### src/hw/dot_pkg.sv
package dot_pkg;

    // matrix geometry
    localparam int MATRIX_N = 8;
    localparam int ROW_W    = 3;
    localparam logic [ROW_W-1:0] ROW_LAST = ROW_W'(MATRIX_N - 1);

    // shape level encoding, 0 and 5..7 blank
    localparam int LEVEL_W = 3;
    localparam logic [LEVEL_W-1:0] LEVEL_BLANK = LEVEL_W'(0);
    localparam logic [LEVEL_W-1:0] LEVEL_MAX   = LEVEL_W'(4);

    // clk cycles per row, small for sim
    localparam int SCAN_DIV   = 4;
    localparam int SCAN_CNT_W = $clog2(SCAN_DIV);
    localparam logic [SCAN_CNT_W-1:0] SCAN_LAST = SCAN_CNT_W'(SCAN_DIV - 1);

    // key must hold a new value this long
    localparam int DEB_CYCLES = 8;
    localparam int DEB_CNT_W  = $clog2(DEB_CYCLES);
    localparam logic [DEB_CNT_W-1:0] DEB_LAST = DEB_CNT_W'(DEB_CYCLES - 1);

    // whole frames per shape size
    localparam int FRAMES_PER_LEVEL = 2;
    localparam int FRAME_CNT_W      = $clog2(FRAMES_PER_LEVEL + 1);
    localparam logic [FRAME_CNT_W-1:0] FRAME_LAST = FRAME_CNT_W'(FRAMES_PER_LEVEL - 1);

endpackage

### src/hw/scan_tick_gen.sv
`timescale 1ns/1ns

module scan_tick_gen
(
    input  logic clk,
    input  logic rst,
    output logic scan_tick
);

    logic [dot_pkg::SCAN_CNT_W-1:0] div_cnt;

    // first strobe lands SCAN_DIV clocks out of reset
    always_ff @(posedge clk or posedge rst)
    begin
        if (rst)
        begin
            div_cnt   <= '0;
            scan_tick <= 1'b0;
        end
        else if (div_cnt == dot_pkg::SCAN_LAST)
        begin
            div_cnt   <= '0;
            scan_tick <= 1'b1;
        end
        else
        begin
            div_cnt   <= div_cnt + 1'b1;
            scan_tick <= 1'b0;
        end
    end

endmodule

### src/hw/key_debounce.sv
`timescale 1ns/1ns

module key_debounce
(
    input  logic clk,
    input  logic rst,
    input  logic key,
    output logic start_press
);

    logic key_meta;
    logic key_sync;
    logic key_level;    // accepted key state
    logic [dot_pkg::DEB_CNT_W-1:0] stable_cnt;

    always_ff @(posedge clk or posedge rst)
    begin
        if (rst)
        begin
            key_meta    <= 1'b0;
            key_sync    <= 1'b0;
            key_level   <= 1'b0;
            stable_cnt  <= '0;
            start_press <= 1'b0;
        end
        else
        begin
            key_meta    <= key;
            key_sync    <= key_meta;
            start_press <= 1'b0;

            if (key_sync == key_level)
                stable_cnt <= '0;   // bounce back, start over
            else if (stable_cnt == dot_pkg::DEB_LAST)
            begin
                key_level   <= key_sync;
                stable_cnt  <= '0;
                start_press <= key_sync; // pulse on accepted press only
            end
            else
                stable_cnt <= stable_cnt + 1'b1;
        end
    end

endmodule

### src/hw/shape_seq.sv
`timescale 1ns/1ns

module shape_seq
(
    input  logic clk,
    input  logic rst,
    input  logic start_press,
    input  logic frame_start,
    output logic [dot_pkg::LEVEL_W-1:0] level
);

    logic pending;
    logic [dot_pkg::FRAME_CNT_W-1:0] frame_cnt;

    // press waits for a frame boundary
    always_ff @(posedge clk or posedge rst)
    begin
        if (rst)
            pending <= 1'b0;
        else if (start_press)
            pending <= 1'b1;
        else if (frame_start)
            pending <= 1'b0;
    end

    always_ff @(posedge clk or posedge rst)
    begin
        if (rst)
        begin
            level     <= dot_pkg::LEVEL_BLANK;
            frame_cnt <= '0;
        end
        else if (frame_start)
        begin
            if (pending)
            begin
                level     <= dot_pkg::LEVEL_MAX;    // also restarts a running sequence
                frame_cnt <= '0;
            end
            else if (level != dot_pkg::LEVEL_BLANK)
            begin
                if (frame_cnt == dot_pkg::FRAME_LAST)
                begin
                    level     <= level - 1'b1;
                    frame_cnt <= '0;
                end
                else
                    frame_cnt <= frame_cnt + 1'b1;
            end
        end
    end

endmodule

### src/hw/dz_matrix.sv
`timescale 1ns/1ns

module dz_matrix
(
    input  logic clk,
    input  logic rst,
    input  logic scan_tick,
    input  logic [dot_pkg::LEVEL_W-1:0] level,
    output logic frame_start,
    output logic [dot_pkg::MATRIX_N-1:0] row,
    output logic [dot_pkg::MATRIX_N-1:0] colr,
    output logic [dot_pkg::MATRIX_N-1:0] colg
);

    logic [dot_pkg::ROW_W-1:0] row_cnt;
    logic [dot_pkg::LEVEL_W-1:0] shown_level;  // fixed for a whole frame
    logic row_upd;
    logic [dot_pkg::MATRIX_N-1:0] row_next;
    logic [dot_pkg::MATRIX_N-1:0] col_q;

    // column pattern per shape size and row
    function automatic logic [dot_pkg::MATRIX_N-1:0] shape_row
    (
        input logic [dot_pkg::LEVEL_W-1:0] lvl,
        input logic [dot_pkg::ROW_W-1:0]   r
    );
        logic [dot_pkg::MATRIX_N-1:0] bits;
        bits = 8'h00;
        case (lvl)
            3'd4:
            begin
                case (r)
                    3'd2, 3'd5: bits = 8'h18;
                    3'd3, 3'd4: bits = 8'h3c;
                    default:    bits = 8'h00;
                endcase
            end
            3'd3:
            begin
                case (r)
                    3'd2, 3'd5: bits = 8'h38;
                    3'd3, 3'd4: bits = 8'h7c;
                    default:    bits = 8'h00;
                endcase
            end
            3'd2:
            begin
                case (r)
                    3'd2, 3'd5: bits = 8'h3c;
                    3'd3, 3'd4: bits = 8'h7e;
                    default:    bits = 8'h00;
                endcase
            end
            3'd1:
            begin
                case (r)
                    3'd1, 3'd6:             bits = 8'h3c;
                    3'd2, 3'd3, 3'd4, 3'd5: bits = 8'h7e;
                    default:                bits = 8'h00;
                endcase
            end
            default: bits = 8'h00;  // blank
        endcase
        return bits;
    endfunction

    assign frame_start = scan_tick && (row_cnt == dot_pkg::ROW_LAST);

    always_ff @(posedge clk or posedge rst)
    begin
        if (rst)
        begin
            row_cnt     <= dot_pkg::ROW_LAST;   // first tick opens a frame
            shown_level <= dot_pkg::LEVEL_BLANK;
            row_upd     <= 1'b0;
        end
        else
        begin
            row_upd <= scan_tick;
            if (frame_start)
            begin
                row_cnt     <= '0;
                shown_level <= level;
            end
            else if (scan_tick)
                row_cnt <= row_cnt + 1'b1;
        end
    end

    // one active-low row line
    always_comb
    begin
        row_next          = '1;
        row_next[row_cnt] = 1'b0;
    end

    // outputs follow the counter by one cycle
    always_ff @(posedge clk or posedge rst)
    begin
        if (rst)
        begin
            row   <= '1;
            col_q <= '0;
        end
        else if (row_upd)
        begin
            row   <= row_next;
            col_q <= shape_row(shown_level, row_cnt);
        end
    end

    assign colr = col_q;
    assign colg = col_q;    // same pattern on both colours

endmodule

### src/hw/dot_top.sv
`timescale 1ns/1ns

module dot_top
(
    input  logic clk,
    input  logic rst,
    input  logic key,   // raw start key, active high
    output logic [dot_pkg::MATRIX_N-1:0] row,
    output logic [dot_pkg::MATRIX_N-1:0] colr,
    output logic [dot_pkg::MATRIX_N-1:0] colg
);

    logic scan_tick;
    logic start_press;
    logic frame_start;
    logic [dot_pkg::LEVEL_W-1:0] level;

    scan_tick_gen i_scan_tick_gen
    (
        .clk       (clk),
        .rst       (rst),
        .scan_tick (scan_tick)
    );

    key_debounce i_key_debounce
    (
        .clk         (clk),
        .rst         (rst),
        .key         (key),
        .start_press (start_press)
    );

    shape_seq i_shape_seq
    (
        .clk         (clk),
        .rst         (rst),
        .start_press (start_press),
        .frame_start (frame_start),
        .level       (level)
    );

    dz_matrix i_dz_matrix
    (
        .clk         (clk),
        .rst         (rst),
        .scan_tick   (scan_tick),
        .level       (level),
        .frame_start (frame_start),
        .row         (row),
        .colr        (colr),
        .colg        (colg)
    );

endmodule

### config.mk
export PLATFORM = sky130hd
export DESIGN_NAME = dot_top
export DESIGN_NICKNAME = d
export VERILOG_FILES = /design/src/hw/dot_pkg.sv /design/src/hw/scan_tick_gen.sv /design/src/hw/key_debounce.sv /design/src/hw/shape_seq.sv /design/src/hw/dz_matrix.sv /design/src/hw/dot_top.sv
export SDC_FILE = /design/constraint.sdc
export NUM_CORES = 1
export LEC_CHECK = 0
export BUFFER_PORTS_ARGS = -buffer_cell sky130_fd_sc_hd__buf_2
export CORE_MARGIN = 4
export CORE_UTILIZATION = 58
export CTS_BUF_LIST = sky130_fd_sc_hd__clkbuf_8
export DETAILED_ROUTE_END_ITERATION = 8
export PLACE_DENSITY = 0.86
export SYNTH_ARGS = -nofsm -noshare
export SYNTH_HDL_FRONTEND = slang
export SYNTH_HIERARCHICAL = 1
export SYNTH_SLANG_ARGS = --single-unit
### constraint.sdc
create_clock -name clk -period 2.6 [get_ports clk]
set_clock_uncertainty 0.15 [all_clocks]
set_input_delay 0.13 -clock clk [delete_from_list [all_inputs] [get_ports clk]]
set_output_delay 0.13 -clock clk [all_outputs]
set_load 0.03 [all_outputs]
==> run metrics <==
fill count a little over 200; setup_tns 0 ns; RSZ-0062 raised after global routing no; fin. max-slew vios 0; Synth warnings 6; commonest cells after routing, fill and taps aside dfrtp_1 (25), buf_2 (22), inv_1 (15); routability cong. 0.8890; DP Wirelength ~2400 microns; cell internal pwr about 0.92 mW; Max transition margin 0.4984; die width approximately 64 microns; Clock power frac 0.400; number of vias per cell between 5 and 6; Comb power frac 0.084; P_sw 0.2852 mW; Post-route DRC 0; initial core utilization 0.6298; initial antenna violation count 0; Starting DRT DRC Count 43; kind of critical path reg -> reg; CP required between 2 and 3 ns; share of total power in sequential cells 0.516; status completed; nets 206; Mean Syn Cell Area between 10 and 15 sq um; Compound-Gate Fraction of Synth Area 0.1100; period utilisation layout 0.8296; I/O pins 27; count of final hold-check violations 0; most common cell after layout, fill and taps aside dfrtp_1; Core Util, Final 0.7031; area delta synth->final 11.63%; Worst-path clk slew around 0.07 ns; Worst VDD drop between 0.0004 and 0.0005 V; setup bufs post-CTS 0; Antenna diodes 0; maxcap violations 0; Vias approximately 1,200; Overall Global Routing Usage 0.1755; CTS tree yes; dpl cell area between 1500 and 2000 sq um; share of post-route cells with drive strength above 1 0.2737; latest clock arrival within the worst-skew pair between 0.2 and 0.3 ns; total CTS buffers 5; die area 4052 sq um; crit start category register; post-synthesis register bit count 36; Final Setup Violations 0; H-tree levels 2; fmax 463.6 MHz; minimum clock period between 2 and 2.5 ns; register area share after synthesis 0.5091; Routed wire per std cell between 10 and 15 microns; Row Count 19; mux contribution to synthesized area 0.02994; clk root buf clkbuf_8; Synth Area in XOR/XNOR 0.009749; nature of the critical path endpoint register; first-pass GRT wire length approximately 5500 microns; WP data arrival 2.17 ns; CTS sink cnt 36; Post-DRT Antenna Nets 0; largest family of logic cells by synthesized area simple AND/OR/NAND/NOR gates; final global-route overflow total 0; clk buf depth 2; crit path max fanout 9; post-route cell area between 2000 and 2500 sq um; largest net degree at the start of global routing 23; 1st-pass router iterations 4; Die Ht around 64 microns; Routed WL 3215 microns; Cell Area, Synth 1797 sq um; IO buf count 22; PwrDens between 600 and 700 nW/um^2; worst hold path class in -> async; number of global-route vias before repair about 1,200; post-synthesis adder-cell area fraction 0.09749; Post-Syn Instances roughly 170; Simple-Gate Fraction of Synth Area 0.1602; Core ar. between 2000 and 3000 sq um; post-synth cell types 41; switching share of power 0.2359; total leakage power a little over 1 nW; actual slew at the worst max-slew pin between 0.7 and 0.8 ns; Pwr Total 1.209 mW
## layout make-up
type                    instances  area [sq um]  share of cell area
flip-flops and latches         36         914.6              0.4560
multi-input cells             106         747.0              0.3724
repair buffers                 25         137.6             0.06862
clock buffers                   5         68.82             0.03431
inverters                      15         56.30             0.02807
clock inverters                 3         42.54             0.02121
well taps                      31         38.79             0.01934
## power by group through the flow
stage	clock network, mW	logic (mW)	registers, mW
after floorplan	0	0.0827	0.626
after global placement	0	0.0895	0.630
after detailed placement	0	0.101	0.634
after CTS	0.493	0.104	0.624
after global routing	0.522	0.118	0.628
final	0.483	0.102	0.624
## path summary, 6_finish.rpt
check | from | cells past startpoint | end | slack, ns
worst max-delay path | i_dz_matrix/row_cnt[0] | 7 | i_shape_seq/level[0] | 0.44
worst min-delay path | rst | 3 | i_scan_tick_gen/scan_tick | 0.12
worst max register to register | i_dz_matrix/row_cnt[0] | 7 | i_shape_seq/level[0] | 0.44
worst min register to register | i_key_debounce/key_meta | 0 | i_key_debounce/key_sync | 0.21
max in group asynchronous | rst | 3 | i_dz_matrix/shown_level[1] | 1.43
min in group clk | i_key_debounce/key_meta | 0 | i_key_debounce/key_sync | 0.21
## metrics by stage
stage                     hold slack (ns)  setup slack, ns  instances
after detailed placement          -0.1109           0.5229        211
after CTS                          0.1180           0.5078        221
final                              0.1224           0.4432        221
after global routing               0.1500           0.2998        221
after floorplan                   -0.2664           0.7498        170
after global placement            -0.1187           0.6528        211
## routing by layer
metal | share of wire | global-route usage
met1 | 0.42 | 0.1927
met2 | 0.52 | 0.2986
met3 | 0.048 | 0.04440
met4 | 0.017 | 0.1132
met5 | 0 | 0
## kinds of logic after synthesis
family | Yosys count
AOI/OAI and AO/OA | 33
xor gates and xnor gates | 2
adders and majority gates | 14
buffers and inverters | 28
DFF | 36
muxes | 5
other | 1
and+or+nand+nor | 48
## cells in the mapped netlist, drive strengths merged
cell type | number | area, sq um
a21o | 1 | 8.760
a21oi | 7 | 38.79
a31oi | 4 | 25.02
a41oi | 1 | 8.760
and2 | 2 | 15.01
and2b | 2 | 15.01
and4 | 1 | 8.760
buf | 11 | 82.58
clkbuf | 2 | 7.510
conb | 1 | 3.750
dfrtp | 25 | 625.6
dfstp | 11 | 289.0
ha | 14 | 175.2
inv | 15 | 56.30
mux2 | 3 | 33.78
mux2i | 2 | 20.02
nand2 | 7 | 26.28
nand2b | 6 | 45.04
nand3 | 3 | 15.01
nand3b | 2 | 15.01
nand4 | 2 | 12.51
nand4b | 2 | 17.52
nor2 | 12 | 45.04
nor2b | 3 | 26.27
nor3b | 2 | 20.02
nor4 | 1 | 6.260
o211ai | 2 | 15.01
o21a | 1 | 7.510
o21ai | 14 | 70.06
o21bai | 1 | 7.510
o31ai | 1 | 7.510
o32ai | 1 | 8.760
or2b | 1 | 7.510
or3 | 2 | 12.51
xnor2 | 1 | 8.760
xor2 | 1 | 8.760
## sequential cells by signal (all words and copies together) (netlist names), 2 cells and up
register,cells
i_dz_matrix/colg,5
i_dz_matrix/row,8
i_dz_matrix/row_cnt,3
i_dz_matrix/shown_level,3
i_key_debounce/stable_cnt,3
i_scan_tick_gen/div_cnt,2
i_shape_seq/frame_cnt,2
i_shape_seq/level,3
## timing repair
item / 4_1_cts / 5_1_grt
endpoints found under the hold margin: 26 / 0
hold buffers: 2 / 0
resized for setup: 0 / 0
## worst max-delay path, cell delays in order (launching register included)
cell     delay, ns
dfstp_2       0.62
ha_1          0.20
ha_1          0.20
nand2_1       0.14
inv_1         0.19
and2b_1       0.21
a41oi_1       0.21
o21ai_1       0.10
Power figures use the tool's default switching activity.
